### src/dbg_pkg.sv
// Debug subsystem shared definitions
// Widths, DMI register map, field positions and common types
package dbg_pkg;

	localparam int N_HARTS = 2;
	localparam int XLEN    = 32;
	localparam int DMI_AW  = 7;

	typedef logic [XLEN-1:0]            word_t;
	typedef logic [DMI_AW-1:0]          dmi_addr_t;
	typedef logic [$clog2(N_HARTS)-1:0] hart_sel_t;
	typedef logic [2:0]                 sberr_t;

	// DMI register map
	localparam dmi_addr_t ADDR_DATA0      = 7'h04;
	localparam dmi_addr_t ADDR_DMCONTROL  = 7'h10;
	localparam dmi_addr_t ADDR_DMSTATUS   = 7'h11;
	localparam dmi_addr_t ADDR_SBCS       = 7'h38;
	localparam dmi_addr_t ADDR_SBADDRESS0 = 7'h39;
	localparam dmi_addr_t ADDR_SBDATA0    = 7'h3c;

	// dmcontrol
	localparam int DMC_HALTREQ   = 31;
	localparam int DMC_RESUMEREQ = 30;
	localparam int DMC_HARTSEL   = 16;
	localparam int DMC_NDMRESET  = 1;
	localparam int DMC_DMACTIVE  = 0;

	// dmstatus
	localparam int DMS_ALLRUNNING    = 11;
	localparam int DMS_ANYRUNNING    = 10;
	localparam int DMS_ALLHALTED     = 9;
	localparam int DMS_ANYHALTED     = 8;
	localparam int DMS_AUTHENTICATED = 7;
	localparam int DMS_VERSION       = 0;

	// sbcs, sberror occupies bits 14:12
	localparam int SBCS_SBBUSY       = 21;
	localparam int SBCS_AUTOINC      = 16;
	localparam int SBCS_READONDATA   = 15;
	localparam int SBCS_SBERROR      = 12;

	localparam logic [3:0] DM_VERSION = 4'd2;
	localparam sberr_t     SBERR_BUS  = 3'd2;

endpackage

### src/hart_dbg_if.sv
// Per-hart debug channel between the debug module and a hart agent
`timescale 1ns/100ps

interface hart_dbg_if;
	import dbg_pkg::*;

	// Requests from the debug module
	logic  req_halt;
	logic  req_resume;
	word_t data0_wdata;
	logic  data0_wen;

	// Status and data0 from the hart
	logic  halted;
	logic  running;
	word_t data0_rdata;

	modport dm (
		output req_halt,
		output req_resume,
		output data0_wdata,
		output data0_wen,
		input  halted,
		input  running,
		input  data0_rdata
	);

	modport hart (
		input  req_halt,
		input  req_resume,
		input  data0_wdata,
		input  data0_wen,
		output halted,
		output running,
		output data0_rdata
	);

endinterface

### src/sba_if.sv
// System bus access channel between the debug module and the SBA engine
`timescale 1ns/100ps

interface sba_if;
	import dbg_pkg::*;

	logic   start;
	logic   write;
	word_t  wdata;
	logic   addr_wen;
	word_t  addr_wdata;
	logic   autoinc;
	logic   err_clr;

	logic   busy;
	logic   done;
	word_t  rdata;
	word_t  addr;
	sberr_t sberror;

	modport dm (
		output start, write, wdata, addr_wen, addr_wdata, autoinc, err_clr,
		input  busy, done, rdata, addr, sberror
	);

	modport engine (
		input  start, write, wdata, addr_wen, addr_wdata, autoinc, err_clr,
		output busy, done, rdata, addr, sberror
	);

endinterface

### src/dbg_reset_sync.sv
// Hart reset synchroniser, asynchronous assert and two-cycle synchronous release
`timescale 1ns/100ps

module dbg_reset_sync (
	input  logic clk,
	input  logic i_rst_n,
	input  logic i_rst_req,
	output logic o_rst_n
);

	logic       rst_async_n;
	logic [1:0] sync_q;

	// Main reset or debug system reset
	assign rst_async_n = i_rst_n && !i_rst_req;

	always_ff @(posedge clk or negedge rst_async_n) begin
		if (!rst_async_n) begin
			sync_q <= '0;
		end else begin
			sync_q <= {sync_q[0], 1'b1};
		end
	end

	assign o_rst_n = sync_q[1];

endmodule

### src/dbg_hart_agent.sv
// Hart debug agent
// Halt/resume responder in place of a core's debug port, holds the hart's data0
`timescale 1ns/100ps

module dbg_hart_agent (
	input  logic     clk,
	input  logic     i_rst_n,
	hart_dbg_if.hart dbg
);
	import dbg_pkg::*;

	typedef enum logic {
		S_RUNNING,
		S_HALTED
	} state_t;

	state_t state;
	word_t  data0;

	always_ff @(posedge clk or negedge i_rst_n) begin
		if (!i_rst_n) begin
			state <= S_RUNNING;
		end else begin
			case (state)
				S_RUNNING: begin
					if (dbg.req_halt) begin
						state <= S_HALTED;
					end
				end
				S_HALTED: begin
					if (dbg.req_resume) begin
						state <= S_RUNNING;
					end
				end
			endcase
		end
	end

	// Debug data register, writable only in debug mode
	always_ff @(posedge clk or negedge i_rst_n) begin
		if (!i_rst_n) begin
			data0 <= '0;
		end else if (dbg.data0_wen && state == S_HALTED) begin
			data0 <= dbg.data0_wdata;
		end
	end

	// Neither running nor halted while held in reset
	assign dbg.halted      = (state == S_HALTED);
	assign dbg.running     = (state == S_RUNNING) && i_rst_n;
	assign dbg.data0_rdata = data0;

endmodule

### src/dbg_sba_engine.sv
// System bus access engine
// Single 32-bit transfers with address auto-increment and sticky bus error
`timescale 1ns/100ps

module dbg_sba_engine (
	input  logic           clk,
	input  logic           i_rst_n,
	sba_if.engine          sba,
	output dbg_pkg::word_t o_sbus_addr,
	output logic           o_sbus_write,
	output dbg_pkg::word_t o_sbus_wdata,
	output logic           o_sbus_vld,
	input  logic           i_sbus_rdy,
	input  logic           i_sbus_err,
	input  dbg_pkg::word_t i_sbus_rdata
);
	import dbg_pkg::*;

	word_t  addr_q;
	word_t  wdata_q;
	word_t  rdata_q;
	logic   write_q;
	logic   vld_q;
	logic   done_q;
	sberr_t err_q;
	logic   xfer_end;

	assign xfer_end = vld_q && i_sbus_rdy;

	always_ff @(posedge clk or negedge i_rst_n) begin
		if (!i_rst_n) begin
			vld_q  <= 1'b0;
			done_q <= 1'b0;
			err_q  <= '0;
		end else begin
			done_q <= 1'b0;
			if (sba.err_clr) begin
				err_q <= '0;
			end
			if (vld_q) begin
				if (i_sbus_rdy) begin
					vld_q  <= 1'b0;
					done_q <= 1'b1;
					if (i_sbus_err) begin
						err_q <= SBERR_BUS;
					end
				end
			end else if (sba.start) begin
				// Refused with an immediate done while an error is pending
				if (err_q != '0) begin
					done_q <= 1'b1;
				end else begin
					vld_q <= 1'b1;
				end
			end
		end
	end

	always_ff @(posedge clk or negedge i_rst_n) begin
		if (!i_rst_n) begin
			addr_q <= '0;
		end else if (sba.addr_wen) begin
			addr_q <= sba.addr_wdata;
		end else if (xfer_end && !i_sbus_err && sba.autoinc) begin
			addr_q <= addr_q + word_t'(XLEN / 8);
		end
	end

	// Transfer payload, held stable while vld waits for rdy
	always_ff @(posedge clk) begin
		if (sba.start && !vld_q) begin
			write_q <= sba.write;
			wdata_q <= sba.wdata;
		end
		if (xfer_end && !write_q && !i_sbus_err) begin
			rdata_q <= i_sbus_rdata;
		end
	end

	assign o_sbus_addr  = addr_q;
	assign o_sbus_write = write_q;
	assign o_sbus_wdata = wdata_q;
	assign o_sbus_vld   = vld_q;

	assign sba.busy    = vld_q;
	assign sba.done    = done_q;
	assign sba.rdata   = rdata_q;
	assign sba.addr    = addr_q;
	assign sba.sberror = err_q;

endmodule

### src/dbg_module.sv
// RISC-V debug module
// DMI register decode, hart halt/resume control, system reset and bus access
`timescale 1ns/100ps

module dbg_module (
	input  logic               clk,
	input  logic               i_rst_n,
	input  logic               i_dmi_psel,
	input  logic               i_dmi_penable,
	input  logic               i_dmi_pwrite,
	input  dbg_pkg::dmi_addr_t i_dmi_paddr,
	input  dbg_pkg::word_t     i_dmi_pwdata,
	output dbg_pkg::word_t     o_dmi_prdata,
	output logic               o_dmi_pready,
	output logic               o_dmi_pslverr,
	hart_dbg_if.dm             hart [dbg_pkg::N_HARTS],
	sba_if.dm                  sba,
	output logic               o_ndmreset
);
	import dbg_pkg::*;

	logic               dmi_acc;
	logic               dmi_wr;
	logic               sb_xfer;
	logic               sb_pend;
	logic               haltreq;
	logic               resume_q;
	hart_sel_t          hartsel;
	logic               dmactive;
	logic               sb_autoinc;
	logic               sb_readondata;
	word_t              sb_rd_hold;
	logic [N_HARTS-1:0] hart_halted;
	logic [N_HARTS-1:0] hart_running;
	word_t              hart_data0 [N_HARTS];
	word_t              dmcontrol;
	word_t              dmstatus;
	word_t              sbcs;

	assign dmi_acc = i_dmi_psel && i_dmi_penable;
	assign dmi_wr  = dmi_acc && i_dmi_pwrite;

	// Requests go to the selected hart only
	for (genvar h = 0; h < N_HARTS; h++) begin : g_hart
		assign hart[h].req_halt    = haltreq && (hartsel == hart_sel_t'(h));
		assign hart[h].req_resume  = resume_q && (hartsel == hart_sel_t'(h));
		assign hart[h].data0_wdata = i_dmi_pwdata;
		assign hart[h].data0_wen   = dmi_wr && (i_dmi_paddr == ADDR_DATA0)
			&& (hartsel == hart_sel_t'(h));
		assign hart_halted[h]      = hart[h].halted;
		assign hart_running[h]     = hart[h].running;
		assign hart_data0[h]       = hart[h].data0_rdata;
	end

	always_ff @(posedge clk or negedge i_rst_n) begin
		if (!i_rst_n) begin
			haltreq       <= 1'b0;
			resume_q      <= 1'b0;
			hartsel       <= '0;
			o_ndmreset    <= 1'b0;
			dmactive      <= 1'b0;
			sb_autoinc    <= 1'b0;
			sb_readondata <= 1'b0;
			sb_pend       <= 1'b0;
		end else begin
			// resumereq is a pulse and reads back as 0
			resume_q <= 1'b0;
			if (dmi_wr && i_dmi_paddr == ADDR_DMCONTROL) begin
				haltreq    <= i_dmi_pwdata[DMC_HALTREQ];
				resume_q   <= i_dmi_pwdata[DMC_RESUMEREQ];
				hartsel    <= i_dmi_pwdata[DMC_HARTSEL +: $bits(hart_sel_t)];
				o_ndmreset <= i_dmi_pwdata[DMC_NDMRESET];
				dmactive   <= i_dmi_pwdata[DMC_DMACTIVE];
			end
			if (dmi_wr && i_dmi_paddr == ADDR_SBCS) begin
				sb_autoinc    <= i_dmi_pwdata[SBCS_AUTOINC];
				sb_readondata <= i_dmi_pwdata[SBCS_READONDATA];
			end
			if (sba.start) begin
				sb_pend <= 1'b1;
			end else if (sba.done) begin
				sb_pend <= 1'b0;
			end
		end
	end

	// Data from the previous read, returned while the next one runs
	always_ff @(posedge clk) begin
		if (sba.start) begin
			sb_rd_hold <= sba.rdata;
		end
	end

	// sbdata0 writes, and reads with readondata, launch a bus transfer
	assign sb_xfer = dmi_acc && (i_dmi_paddr == ADDR_SBDATA0)
		&& (i_dmi_pwrite || sb_readondata);

	assign sba.start      = sb_xfer && !sb_pend;
	assign sba.write      = i_dmi_pwrite;
	assign sba.wdata      = i_dmi_pwdata;
	assign sba.addr_wen   = dmi_wr && (i_dmi_paddr == ADDR_SBADDRESS0);
	assign sba.addr_wdata = i_dmi_pwdata;
	assign sba.autoinc    = sb_autoinc;
	assign sba.err_clr    = dmi_wr && (i_dmi_paddr == ADDR_SBCS)
		&& (|i_dmi_pwdata[SBCS_SBERROR +: $bits(sberr_t)]);

	assign o_dmi_pready  = !sb_xfer || sba.done;
	assign o_dmi_pslverr = sb_xfer && sba.done && (sba.sberror != '0);

	always_comb begin
		dmcontrol = '0;
		dmcontrol[DMC_HALTREQ]                        = haltreq;
		dmcontrol[DMC_HARTSEL +: $bits(hart_sel_t)]   = hartsel;
		dmcontrol[DMC_NDMRESET]                       = o_ndmreset;
		dmcontrol[DMC_DMACTIVE]                       = dmactive;

		// One hart selected at a time, so all and any agree
		dmstatus = '0;
		dmstatus[DMS_ALLRUNNING]                      = hart_running[hartsel];
		dmstatus[DMS_ANYRUNNING]                      = hart_running[hartsel];
		dmstatus[DMS_ALLHALTED]                       = hart_halted[hartsel];
		dmstatus[DMS_ANYHALTED]                       = hart_halted[hartsel];
		dmstatus[DMS_AUTHENTICATED]                   = 1'b1;
		dmstatus[DMS_VERSION +: $bits(DM_VERSION)]    = DM_VERSION;

		sbcs = '0;
		sbcs[SBCS_SBBUSY]                             = sba.busy;
		sbcs[SBCS_AUTOINC]                            = sb_autoinc;
		sbcs[SBCS_READONDATA]                         = sb_readondata;
		sbcs[SBCS_SBERROR +: $bits(sberr_t)]          = sba.sberror;
	end

	always_comb begin
		case (i_dmi_paddr)
			ADDR_DATA0:      o_dmi_prdata = hart_data0[hartsel];
			ADDR_DMCONTROL:  o_dmi_prdata = dmcontrol;
			ADDR_DMSTATUS:   o_dmi_prdata = dmstatus;
			ADDR_SBCS:       o_dmi_prdata = sbcs;
			ADDR_SBADDRESS0: o_dmi_prdata = sba.addr;
			ADDR_SBDATA0:    o_dmi_prdata = sb_pend ? sb_rd_hold : sba.rdata;
			default:         o_dmi_prdata = '0;
		endcase
	end

endmodule

### src/dbg_subsys_top.sv
// Debug subsystem top level
// Debug module with two hart agents, their reset synchronisers and the SBA engine
`timescale 1ns/100ps

module dbg_subsys_top (
	input  logic                        clk,
	input  logic                        i_rst_n,

	// DMI
	input  logic                        i_dmi_psel,
	input  logic                        i_dmi_penable,
	input  logic                        i_dmi_pwrite,
	input  dbg_pkg::dmi_addr_t          i_dmi_paddr,
	input  dbg_pkg::word_t              i_dmi_pwdata,
	output dbg_pkg::word_t              o_dmi_prdata,
	output logic                        o_dmi_pready,
	output logic                        o_dmi_pslverr,

	// System bus
	output dbg_pkg::word_t              o_sbus_addr,
	output logic                        o_sbus_write,
	output dbg_pkg::word_t              o_sbus_wdata,
	output logic                        o_sbus_vld,
	input  logic                        i_sbus_rdy,
	input  logic                        i_sbus_err,
	input  dbg_pkg::word_t              i_sbus_rdata,

	output logic [dbg_pkg::N_HARTS-1:0] o_hart_rst_n
);
	import dbg_pkg::*;

	logic ndmreset;

	hart_dbg_if hart_if [N_HARTS] ();
	sba_if      sba_bus ();

	dbg_module u_dm (
		.clk           (clk),
		.i_rst_n       (i_rst_n),
		.i_dmi_psel    (i_dmi_psel),
		.i_dmi_penable (i_dmi_penable),
		.i_dmi_pwrite  (i_dmi_pwrite),
		.i_dmi_paddr   (i_dmi_paddr),
		.i_dmi_pwdata  (i_dmi_pwdata),
		.o_dmi_prdata  (o_dmi_prdata),
		.o_dmi_pready  (o_dmi_pready),
		.o_dmi_pslverr (o_dmi_pslverr),
		.hart          (hart_if),
		.sba           (sba_bus),
		.o_ndmreset    (ndmreset)
	);

	for (genvar h = 0; h < N_HARTS; h++) begin : g_hart
		dbg_reset_sync u_rst_sync (
			.clk       (clk),
			.i_rst_n   (i_rst_n),
			.i_rst_req (ndmreset),
			.o_rst_n   (o_hart_rst_n[h])
		);

		dbg_hart_agent u_agent (
			.clk     (clk),
			.i_rst_n (o_hart_rst_n[h]),
			.dbg     (hart_if[h])
		);
	end

	dbg_sba_engine u_sba (
		.clk          (clk),
		.i_rst_n      (i_rst_n),
		.sba          (sba_bus),
		.o_sbus_addr  (o_sbus_addr),
		.o_sbus_write (o_sbus_write),
		.o_sbus_wdata (o_sbus_wdata),
		.o_sbus_vld   (o_sbus_vld),
		.i_sbus_rdy   (i_sbus_rdy),
		.i_sbus_err   (i_sbus_err),
		.i_sbus_rdata (i_sbus_rdata)
	);

endmodule

### config.mk
export PLATFORM = sky130hd
export DESIGN_NAME = dbg_subsys_top
export DESIGN_NICKNAME = d
export VERILOG_FILES = /design/src/dbg_pkg.sv /design/src/hart_dbg_if.sv /design/src/sba_if.sv /design/src/dbg_reset_sync.sv /design/src/dbg_hart_agent.sv /design/src/dbg_sba_engine.sv /design/src/dbg_module.sv /design/src/dbg_subsys_top.sv
export SDC_FILE = /design/constraint.sdc
export NUM_CORES = 1
export LEC_CHECK = 0
export ABC_AREA = 1
export BUFFER_PORTS_ARGS = -buffer_cell sky130_fd_sc_hd__buf_2
export CAP_MARGIN = 30
export CORE_MARGIN = 8
export CORE_UTILIZATION = 56
export CTS_CLUSTER_DIAMETER = 120
export DETAILED_ROUTE_END_ITERATION = 6
export GPL_TIMING_DRIVEN = 0
export PLACE_DENSITY = 0.8
export SKIP_LAST_GASP = 1
export SYNTH_ARGS = -nofsm -noshare
export SYNTH_HDL_FRONTEND = slang
export SYNTH_SLANG_ARGS = --single-unit
### constraint.sdc
create_clock -name clk -period 3.48 [get_ports clk]
set_clock_uncertainty 0.05 [all_clocks]
set_input_delay 0.522 -clock clk [delete_from_list [all_inputs] [get_ports clk]]
set_output_delay 0.522 -clock clk [all_outputs]
set_load 0.1 [all_outputs]
==> results of run 1 <==
## cells by family (layout without fill, tap and decap cells)
family / after synthesis / count (layout) / share of synthesized area (%)
and+or+nand+nor: 521 / 521 / 23.8
DFF: 210 / 210 / 57.2
AOI/OAI and AO/OA: 165 / 165 / 11.0
buffers and inverters: 143 / 367 / 6.67
xor gates and xnor gates: 7 / 7 / 0.611
muxes: 6 / 6 / 0.599
adders and majority gates: 1 / 1 / 0.125
other: 1 / 1 / 0.0374
## synthesized netlist by cell type, types with 3 or more instances
cell type | instances | area, sq um
nand2_1 | 324 | 1220
dfrtp_1 | 113 | 2830
edfxtp_1 | 97 | 2910
inv_1 | 95 | 357
nand3_1 | 59 | 295
o211ai_1 | 57 | 428
nor2_1 | 46 | 173
or2_2 | 39 | 244
o21ai_1 | 36 | 180
o21ai_2 | 32 | 280
o21ai_0 | 31 | 155
buf_2 | 14 | 70.1
buf_6 | 12 | 135
nand4_1 | 11 | 68.8
clkbuf_1 | 10 | 37.5
buf_4 | 6 | 45.0
mux2i_1 | 6 | 60.1
nand3_2 | 6 | 60.1
nor2_2 | 6 | 37.5
nor2_4 | 6 | 67.6
a21oi_1 | 5 | 25.0
nand2_2 | 5 | 31.3
nor3_1 | 5 | 25.0
xnor2_1 | 5 | 43.8
inv_2 | 4 | 15.0
nand3_4 | 3 | 52.6
o2111ai_1 | 3 | 26.3
or2_0 | 3 | 18.8
## metrics by stage
stage	total power [uW]	utilization, %	hold WS, ns	cell area, sq um	worst slack (ns)
CTS	5410	67.6	0.129	12000	0.284
global placement	3150	63.2	0.154	11200	-1.24
detailed placement	3160	63.7	0.156	11300	0.210
global route	5540	67.7	0.129	12000	0.129
floorplan	3000	-	0.127	10000	0.0169
finish	5400	67.7	0.132	12000	0.237
## critical path, cell delays in order, from the launching register on
cell	delay, ns
dfrtp_1	0.38
buf_4	0.18
inv_1	0.12
clkbuf_1	0.47
or2_2	0.20
o211ai_1	0.15
o211ai_1	0.19
buf_2	0.48
## final cells by class
| cell class | instances | area share, % |
|---|---|---|
| plain buffers | 42 | 2.39 |
| clock buffers | 31 | 5.19 |
| clock inverters | 9 | 0.582 |
| inverters | 101 | 3.17 |
| multi-input cells | 701 | 30.3 |
| flip-flops and latches | 210 | 47.7 |
| well taps | 229 | 2.38 |
| repair buffers | 184 | 8.25 |
## registers in the layout (all words and copies together), names as in the netlist, 2 cells and up
register	cells
g_hart.u_agent.dbg.data0_rdata	64
u_dm.sb_rd_hold	32
u_sba.o_sbus_addr	32
u_sba.o_sbus_wdata	32
u_sba.sba.rdata	32
u_sba.sba.sberror	3
g_hart.u_agent.dbg.halted	2
g_hart.u_rst_sync.sync_q	2
## per-layer routing
metal  share of wire, %  wire, um  GRT usage (%)  up-vias
li1                   -         -              -     3926
met1                 41     12400           35.8     4102
met2                 47     14300           44.1      406
met3                8.8      2690           4.93       74
met4                3.8      1150           10.1        2
met5              0.033        10              0        -
## power groups by stage
stage | sequential (uW) | clock, uW | combinational, uW
2_1_floorplan | 2830 | 0 | 177
3_3_place_gp | 2730 | 0 | 423
3_5_place_dp | 2730 | 0 | 435
4_1_cts | 2680 | 2290 | 438
5_1_grt | 2690 | 2380 | 471
6_report | 2680 | 2280 | 440
## cells in the final DEF (no fill, tap or decap), types with 16 or more instances in the layout
cell type    n
o21ai_2     32
dfrtp_1    112
inv_1       95
or2_2       39
buf_2      193
clkbuf_1    16
nand3_1     59
nand2_1    324
o211ai_1    57
edfxtp_1    97
o21ai_0     31
nor2_1      45
o21ai_1     36
clkbuf_16   23
## how the worst max path moves through the flow
| stage | from | end | cells after the start |
|---|---|---|---|
| global placement | i_dmi_paddr[6] | u_sba.o_sbus_wdata[1]$_DFFE_PP_ | 8 |
| floorplan | i_dmi_paddr[1] | u_sba.o_sbus_wdata[0]$_DFFE_PP_ | 7 |
| finish | u_dm.hartsel$_DFFE_PN0N_ | o_dmi_prdata[19] | 7 |
| detailed placement | i_dmi_paddr[6] | u_sba.o_sbus_wdata[0]$_DFFE_PP_ | 9 |
| global route | u_dm.hartsel$_DFFE_PN0N_ | o_dmi_prdata[16] | 10 |
| CTS | u_dm.hartsel$_DFFE_PN0N_ | o_dmi_prdata[18] | 7 |
==> Flow_metrics.wiki, run 1 <==
{| class="wikitable"
! Metric !! Value
|-
| First-pass GRT wire length || 46400 um
|-
| Total number of H-tree levels || 1
|-
| Capture endpoint of the worst hold path || u_sba.sba.rdata[12]$_DFFE_PP_
|-
| Via-per-instance ratio || 5.65
|-
| Internal portion of total power || 4060 uW
|-
| Setup tns final || 0 ns
|-
| Switching power || between 1000 and 1500 uW
|-
| Post-synthesis area per instance || approximately 9.5 sq um
|-
| Routed length per instance || roughly 20 um
|-
| Number of top-level design ports || 180
|-
| Vias in the first global route || around 8300
|-
| Via count || 8510
|-
| Critical Path RT || 2.91 ns
|-
| Worst reg2reg path depth || 7
|-
| Antenna violations before repair || 1
|-
| Post-route DRC violation count || 0
|-
| Period utilisation layout || between 90% and 100%
|-
| Status || finished clean
|-
| Area growth syn-to-layout || 20.0%
|-
| Top fanout value on the critical path || 10
|-
| Area taken by multi-input logic gates || 3650 sq um
|-
| Total power density per cell area || 449 nW/um^2
|-
| CP endpoint kind || output port
|-
| Clock group share of total power || 42.2%
|-
| Share of synthesized flip-flops with an asynchronous set or reset || 53.8%
|-
| Filler cell count in the final layout || 1428
|-
| Total of cells resized after clock tree synthesis || 0
|-
| Post-synth design cell area || 10000 sq um
|-
| Iter 0 DRT Violations || 898
|-
| Antenna diode instance count || 0
|-
| Clock-pin slew on the worst setup and hold paths || 0.07 ns
|-
| Clock network latency to the later pin of the worst-skew pair || 0.51 ns
|-
| Core ar. || around 18000 sq um
|-
| Critical path start-end classification || register to output port
|-
| Netlist cell types || 39
|-
| Yosys reg bits || between 200 and 250
|-
| Sequential cell fraction of total power || 49.6%
|-
| Filler-free cell count of the finished design || 1507
|-
| Unrepaired setup endpoints after global routing || false
|-
| Floorplan die width || 150 um
|-
| Endpoint of the lowest-slack register-to-register path || u_sba.o_sbus_wdata[8]$_DFFE_PP_
|-
| FF+latch area || roughly 5700 sq um
|-
| Remaining global-route overflow || 0
|-
| Number of endpoints failing setup at the final stage || 0
|-
| Reg-to-reg slack, setup || 1.21 ns
|-
| Effective utilization at floorplan || a little under three fifths
|-
| Setup fix buffers added after clock tree synthesis || 0
|-
| Number of warning messages in the yosys log || 0
|-
| Row cnt || 49
|-
| Layout net count || ~1300
|-
| Actual slew at the worst max-slew pin || 0.875 ns
|-
| Buffers from clock root to sink, at most || 3
|-
| Number of instances in the synthesized netlist || 1054
|-
| Largest net degree at the start of global routing || 70
|-
| Post-synth top flop || dfrtp_1
|-
| Detailed placer's ending HPWL || 23000 um
|-
| Highest ir drop seen on vdd || 0.352 mV
|-
| Remaining max-slew budget at the tightest pin || 41.7%
|-
| Die outline area || 22500 sq um
|-
| Final worst path period need || 3.24 ns
|-
| Clk root buf || clkbuf_16
|-
| Overall Global Routing Usage || 27.2%
|-
| Number of stages on the worst hold path || 1
|-
| Chip height || 150 um
|-
| WL final || 30600 um
|-
| Max-Cap Viols || 0
|-
| Number of clock sinks || 210
|-
| Quantity of hold-fixing buffers added after cts || 1
|-
| Global placer's final weighted congestion || 0.934
|-
| Kind of start point of the critical path || register
|-
| Fraction of layout instances using a drive strength above 1 || 28.0%
|-
| Source of the worst hold timing path || i_sbus_rdata[12]
|-
| Final hold vios || 0
|-
| Data arrival time of the critical path || 2.67 ns
|-
| Leakage dissipation || 0.00536 uW
|-
| Combinational fraction of design power || under 10%
|-
| Instance count after placement with tap cells included || roughly 1500
|-
| Timing-limited maximum frequency || 308 MHz
|-
| Reg-to-Reg Start || u_dm.sb_pend$_DFFE_PN0P_
|-
| Switching fraction of total power || 24.8%
|-
| Final number of max-transition violations || 0
|-
| Path category of the worst min-delay check || primary input to register
|-
| Number of enable flip-flop cells after synthesis || 97
|-
| Number of nets produced by synthesis || ~1100
|-
| Number of iterations in the first detailed-routing pass || 5
|-
| Total CTS buffers || 22
|-
| Post-route antenna net violation count || 0
|-
| Register area share after synthesis || 57.2%
|-
| Clock tree from TritonCTS || yes
|-
| Total of buffers placed on input and output ports || around 180
|}
No activity file was read; power rests on OpenSTA's default activity.
==> inputs of run 2 (changes only) <==
--- a/config.mk
+++ b/config.mk
@@ -9,11 +9,11 @@
 export BUFFER_PORTS_ARGS = -buffer_cell sky130_fd_sc_hd__buf_2
 export CAP_MARGIN = 30
 export CORE_MARGIN = 8
-export CORE_UTILIZATION = 56
+export CORE_UTILIZATION = 51
 export CTS_CLUSTER_DIAMETER = 120
 export DETAILED_ROUTE_END_ITERATION = 6
 export GPL_TIMING_DRIVEN = 0
-export PLACE_DENSITY = 0.8
+export PLACE_DENSITY = 0.77
 export SKIP_LAST_GASP = 1
 export SYNTH_ARGS = -nofsm -noshare
 export SYNTH_HDL_FRONTEND = slang
==> constraint.sdc (replaced) <==
create_clock -name clk -period 2.7 [get_ports clk]
set_clock_uncertainty 0.05 [all_clocks]
set_input_delay 0.405 -clock clk [delete_from_list [all_inputs] [get_ports clk]]
set_output_delay 0.405 -clock clk [all_outputs]
set_load 0.1 [all_outputs]
==> Flow_metrics.wiki, run 2 (synthesized netlist as in run 1, its figures left out) <==
{| class="wikitable"
! Metric !! Value
|-
| Routed length per instance || 20.1 um (-0.66%)
|-
| Chip height || 156 um (+4.3%)
|-
| CP endpoint kind || output port
|-
| Clk root buf || clkbuf_16
|-
| Flip-flop count of the largest register after layout || 64 (unchanged)
|-
| Total power density per cell area || 569 nW/um^2 (+27%)
|-
| Core ar. || 19400 sq um (+9.1%)
|-
| Total number of H-tree levels || 1 (unchanged)
|-
| Number of clock sinks || 210 (unchanged)
|-
| Kind of start point of the critical path || register
|-
| Largest net degree at the start of global routing || 37 (-47%)
|-
| Fraction of layout instances using a drive strength above 1 || 30.6% (+2.6 points)
|-
| Overall Global Routing Usage || 25.5% (-1.7 points)
|-
| Buffers from clock root to sink, at most || 3 (unchanged)
|-
| Vias in the first global route || 8483 (+2.5%)
|-
| Commonest non-fill, non-tap cells in the layout || 322 x nand2_1, 162 x buf_2, 101 x dfrtp_1
|-
| Via-per-instance ratio || 5.49 (-2.8%)
|-
| Path category of the worst min-delay check || primary input to register
|-
| Timing-limited maximum frequency || 372 MHz
|-
| Filler cell count in the final layout || 1678 (+18%)
|-
| Final hold vios || 0 (unchanged)
|-
| Setup tns final || 0 ns (unchanged)
|-
| Post-route antenna net violation count || 0 (unchanged)
|-
| Status || finished clean
|-
| Critical Path RT || 2.25 ns (-0.66 ns)
|-
| Layout net count || 1348 (+0.52%)
|-
| Global placer's final weighted congestion || 0.934 (about the same)
|-
| Period utilisation layout || 99.7%
|-
| Detailed placer's ending HPWL || 23800 um (+3.5%)
|-
| Die outline area || 24400 sq um (+8.7%)
|-
| Highest ir drop seen on vdd || 0.558 mV (+59%)
|-
| Final number of max-transition violations || 0 (unchanged)
|-
| Unrepaired setup endpoints after global routing || true
|-
| Number of iterations in the first detailed-routing pass || 6 (+1)
|-
| Commonest non-fill, non-tap cell in the layout || nand2_1
|-
| Number of endpoints failing setup at the final stage || 0 (unchanged)
|-
| Clock tree from TritonCTS || yes
|-
| Post-route DRC violation count || 0 (unchanged)
|-
| Actual slew at the worst max-slew pin || 0.981 ns (+0.106 ns)
|-
| Remaining global-route overflow || 0 (unchanged)
|-
| Total CTS buffers || 23 (+4.5%)
|-
| Data arrival time of the critical path || 2.24 ns (-0.43 ns)
|-
| Number of top-level design ports || 180 (unchanged)
|-
| Clock-pin slew on the worst setup and hold paths || 0.06 ns (about the same)
|-
| Iter 0 DRT Violations || 856 (-4.7%)
|-
| Area growth syn-to-layout || 23.8%
|-
| Final worst path period need || around 2.7 ns
|-
| Total of buffers placed on input and output ports || 179 (unchanged)
|-
| Leakage dissipation || 0.00546 uW (+1.9%)
|-
| Cell area after layout || 12400 sq um (+3.2%)
|-
| Effective utilization at floorplan || 51.7% (-4.7 points)
|-
| Placed cell areas || 11500 sq um (+1.3%)
|-
| Pre-CTS WS || -0.705 ns (-0.915 ns)
|-
| Top fanout value on the critical path || 10 (unchanged)
|-
| Floorplan die width || 156 um (+4.3%)
|-
| First-pass GRT wire length || 47400 um (+2.2%)
|-
| WL final || 31200 um (+2.2%)
|-
| Remaining max-slew budget at the tightest pin || 34.5% (-7.1 points)
|-
| Antenna violations before repair || 1 (unchanged)
|-
| Row cnt || 51 (+4.1%)
|-
| Via count || 8511 (+0.012%)
|-
| Clock network latency to the later pin of the worst-skew pair || 0.51 ns (about the same)
|-
| Critical path start-end classification || register to output port
|-
| Max-Cap Viols || 0 (unchanged)
|-
| Worst-case setup margin in the final layout || 0.00903 ns (-0.228 ns)
|}
[run 2: cell types whose count changed in the layout (fill, tap and decap cells not counted), sizes merged]
| cell | before | now |
|---|---|---|
| nor2 | 59 | 60 |
| clkinv | 8 | 12 |
| diode | 0 | 1 |
| buf | 215 | 219 |
| clkbuf | 41 | 38 |
| bufinv | 1 | 2 |
[run 2: layout make-up]
type	instances	area, sq um	area share [%]
plain buffers	42	319	2.57
diodes	1	2.50	0.0201
clock inverters	14	123	0.987
multi-input cells	702	3720	29.9
clock buffers	27	591	4.75
inverters	101	398	3.20
well taps	265	332	2.67
flip-flops and latches	210	5760	46.4
repair buffers	189	1180	9.49
[run 2: per-layer routing]
layer	GRT usage, %	vias to the layer above	share of wire (%)
li1	-	3944	-
met1	33.4	4030	40
met2	40.3	452	45
met3	5.87	85	10
met4	10.4	0	4.2
met5	0	-	0
[run 2: path summary, 6_finish.rpt]
check                                                from                                        to  slack, ns  depth (start not counted)
setup reg to reg           u_dm.sb_readondata$_DFFE_PN0P_          u_sba.o_sbus_wdata[26]$_DFFE_PP_       0.12                          7
min in group asynchronous     u_dm.o_ndmreset$_DFFE_PN0N_  g_hart[1].u_rst_sync.sync_q[0]$_DFF_PN0_       0.17                          1
max in group asynchronous                         i_rst_n  g_hart[0].u_rst_sync.sync_q[1]$_DFF_PN0_       1.48                          5
setup / recovery                 u_dm.hartsel$_DFFE_PN0N_                          o_dmi_prdata[18]      0.009                          6
hold / removal                           i_sbus_rdata[12]             u_sba.sba.rdata[12]$_DFFE_PP_       0.02                          1
hold reg to reg               u_dm.o_ndmreset$_DFFE_PN0N_  g_hart[1].u_rst_sync.sync_q[0]$_DFF_PN0_       0.17                          1
[run 2: critical path, cell delays in order, from the launching register on]
cell	delay [ns]
dfrtp_1	0.40
buf_6	0.14
buf_4	0.13
clkbuf_2	0.22
o211ai_1	0.37
o211ai_1	0.23
buf_6	0.24
[run 2: where the power goes]
group	switching [uW]	internal [uW]	leakage, uW
sequential	61.0	3390	0.00240
clock	1270	1750	0.000353
combinational	446	152	0.00271
total	1770	5300	0.00546
[run 2: through the flow]
step	power [uW]	utilization [%]	cells	hold WS [ns]
after floorplan	3880	-	1054	0.0594
after global placement	4080	58.7	1498	0.151
after detailed placement	4100	59.1	1501	0.162
after CTS	7110	63.6	1545	0.00705
after global routing	7290	64.0	1550	0.00300
final	7070	64.0	1551	0.0198
[run 2: what timing repair did]
action	CTS	global route
pin swaps	4	4
gates cloned	1	0
buffers inserted	1	5
hold endpoints to repair	13	0
setup endpoints to repair	66	51
gates resized for setup	46	17
hold buffers	1	0
==> inputs of run 3 (changes only) <==
--- a/config.mk
+++ b/config.mk
@@ -6,14 +6,14 @@
 export NUM_CORES = 1
 export LEC_CHECK = 0
 export ABC_AREA = 1
-export BUFFER_PORTS_ARGS = -buffer_cell sky130_fd_sc_hd__buf_2
 export CAP_MARGIN = 30
 export CORE_MARGIN = 8
-export CORE_UTILIZATION = 51
+export CORE_UTILIZATION = 58
 export CTS_CLUSTER_DIAMETER = 120
 export DETAILED_ROUTE_END_ITERATION = 6
+export DONT_BUFFER_PORTS = 1
 export GPL_TIMING_DRIVEN = 0
-export PLACE_DENSITY = 0.77
+export PLACE_DENSITY = 0.76
 export SKIP_LAST_GASP = 1
 export SYNTH_ARGS = -nofsm -noshare
 export SYNTH_HDL_FRONTEND = slang
==> Flow_metrics.wiki, run 3 (synthesized netlist as in run 1, its figures left out) <==
{| class="wikitable"
! Metric !! Value
|-
| Status || complete, but fails checks
|-
| Failing checks || hold timing, setup timing
|-
| Post-route DRC violation count || 0 (unchanged)
|-
| Number of endpoints failing setup at the final stage || 1 (+1)
|-
| Critical path start-end classification || register to output port
|-
| Final worst path period need || 2.71 ns (+0.0147 ns)
|-
| Global placer's final weighted congestion || 0.939 (+0.45%)
|-
| Filler-free cell count of the finished design || 1456 (-6.1%)
|-
| Timing-limited maximum frequency || 370 MHz (-0.54%)
|-
| Detailed placer's ending HPWL || 24000 um (+0.77%)
|-
| Total number of H-tree levels || 1 (unchanged)
|-
| Via-per-instance ratio || 6.19 (+13%)
|-
| Antenna diode instance count || 0 (-1)
|-
| Post-route antenna net violation count || 0 (unchanged)
|-
| Slowest stage cell on the critical path || nor3_4
|-
| Commonest non-fill, non-tap cell in the layout || nand2_1
|-
| Met2 Resource Use GR || 50.0% (+9.8 points)
|-
| Clock-pin slew on the worst setup and hold paths || 0.07 ns (about the same)
|-
| Total of buffers placed on input and output ports || 0 (-100%)
|-
| Unrepaired setup endpoints after global routing || true
|-
| Number of top-level design ports || 180 (unchanged)
|-
| Leakage dissipation || 0.00560 uW (+2.6%)
|-
| Floorplan die width || 148 um (-5.6%)
|-
| Busiest metal layer after global routing || met2
|-
| CP endpoint kind || output port
|-
| Highest ir drop seen on vdd || 0.630 mV (+13%)
|-
| Min Hold Slack || -0.0228 ns (-0.0427 ns)
|-
| Remaining global-route overflow || 0 (unchanged)
|-
| Iter 0 DRT Violations || 1229 (+44%)
|-
| Total CTS buffers || 22 (-4.3%)
|-
| Number of iterations in the first detailed-routing pass || 7 (+1)
|-
| Path category of the worst min-delay check || primary input to register
|-
| Instance count after placement with tap cells included || 1338 (-11%)
|-
| Area growth syn-to-layout || 35.0%
|-
| Max-Cap Viols || 0 (unchanged)
|-
| Number of clock sinks || 210 (unchanged)
|-
| Flip-flop count of the largest register after layout || 64 (unchanged)
|-
| Final number of max-transition violations || 0 (unchanged)
|-
| Row cnt || 48 (-5.9%)
|-
| Crit path cell chain || nor2_1, nor2_2, nand2_2, nor3_4
|-
| Routed length per instance || 24.7 um (+23%)
|-
| Antenna violations before repair || 0 (-1)
|-
| Period utilisation layout || 100% (+0.54 points)
|-
| Remaining max-slew budget at the tightest pin || 28.7% (-5.8 points)
|-
| Critical Path RT || 2.25 ns (about the same)
|-
| Commonest non-fill, non-tap cells in the layout || 320 x nand2_1, 101 x dfrtp_1, 97 x edfxtp_1
|-
| Final hold vios || 2 (+2)
|-
| Top fanout value on the critical path || 3 (-7)
|-
| Kind of start point of the critical path || register
|-
| Die outline area || 21800 sq um (-11%)
|-
| Effective utilization at floorplan || 58.6% (+6.9 points)
|-
| Clk root buf || clkbuf_16
|-
| Vias in the first global route || 9186 (+8.3%)
|-
| Via count || 9017 (+5.9%)
|-
| Layout net count || 1294 (-4.0%)
|-
| Overall Global Routing Usage || 32.4% (+6.9 points)
|-
| Worst-case setup margin in the final layout || -0.00564 ns (-0.0147 ns)
|-
| Actual slew at the worst max-slew pin || 1.07 ns (+0.0875 ns)
|-
| Pre-CTS WS || -0.622 ns (+0.0829 ns)
|-
| Chip height || 148 um (-5.6%)
|-
| WL final || 36000 um (+15%)
|-
| Fraction of layout instances using a drive strength above 1 || 22.9% (-7.7 points)
|-
| Met1 track demand over resource || 39.6% (+6.2 points)
|-
| First-pass GRT wire length || 54200 um (+14%)
|-
| Clock network latency to the later pin of the worst-skew pair || 0.52 ns (about the same)
|-
| Total power density per cell area || 539 nW/um^2 (-5.2%)
|-
| Data arrival time of the critical path || 2.25 ns (about the same)
|-
| Buffers from clock root to sink, at most || 3 (unchanged)
|-
| CP max stage delay || 0.90 ns (+0.50 ns)
|-
| Clock tree from TritonCTS || yes
|-
| GR Layer Usage met3 || 9.54% (+3.7 points)
|-
| Largest net degree at the start of global routing || 47 (+27%)
|-
| Core ar. || 17100 sq um (-12%)
|}
[run 3: where the power goes]
part           switching, uW  internal [uW]  leakage [uW]
Combinational            380            235       0.00284
Sequential               148           3390       0.00240
Clock                   1320           1840      0.000359
[run 3: worst paths after layout]
check,end,slack [ns],cells past startpoint,start
max in group asynchronous,g_hart[0].u_rst_sync.sync_q[1]$_DFF_PN0_,1.75,4,i_rst_n
min in group asynchronous,g_hart[0].u_rst_sync.sync_q[1]$_DFF_PN0_,0.17,1,u_dm.o_ndmreset$_DFFE_PN0N_
worst min-delay path,u_sba.o_sbus_addr[15]$_DFFE_PN0P_,-0.02,2,i_dmi_pwdata[15]
worst max-delay path,o_dmi_pslverr,-0.006,4,u_dm.sb_readondata$_DFFE_PN0P_
worst max register to register,u_sba.o_sbus_addr[16]$_DFFE_PN0P_,0.35,8,u_sba.o_sbus_addr[2]$_DFFE_PN0P_
worst min register to register,g_hart[0].u_rst_sync.sync_q[1]$_DFF_PN0_,0.17,1,u_dm.o_ndmreset$_DFFE_PN0N_
[run 3: critical path: cells and delay by family (launching register included)]
family           cells  cell delay [ns]
AND/OR/NAND/NOR      4             1.29
flip-flops           1             0.43
[run 3: cell type report]
| class | instances | area, sq um |
|---|---|---|
| flip-flops and latches | 210 | 5760 |
| multi-input cells | 702 | 3740 |
| fillers | 1052 | 3570 |
| repair buffers | 136 | 2270 |
| clock buffers | 31 | 636 |
| inverters | 101 | 400 |
| plain buffers | 42 | 349 |
| well taps | 225 | 282 |
| clock inverters | 9 | 104 |
[run 3: repair_timing]
item | CTS | global route
hold buffers | 67 | 0
resized for setup | 20 | 25
setup endpoints to repair | 59 | 47
hold endpoints to repair | 126 | 0
gates cloned | 1 | 0
setup buffers | 4 | 4
pin swaps | 7 | 15
[run 3: metal layers]
metal	vias up	wire length, um
li1	3830	-
met1	4268	12700
met2	739	16200
met3	180	4540
met4	0	2530
met5	-	0
[run 3: metrics by stage]
stage / area (sq um) / total power [uW] / TNS, ns / hold slack, ns / util [%]
final: 13500 / 7310 / -0.00564 / -0.0228 / 79.1
after detailed placement: 11900 / 4060 / -18.21 / 0.0620 / 69.7
after global placement: 10400 / 3960 / -36.51 / 0.0615 / 61.0
after floorplan: 10200 / 3880 / -2.03 / 0.0594 / -
after CTS: 13500 / 7260 / -0.0316 / 0.00132 / 78.6
after global routing: 13500 / 7460 / -0.171 / -0.0110 / 79.1
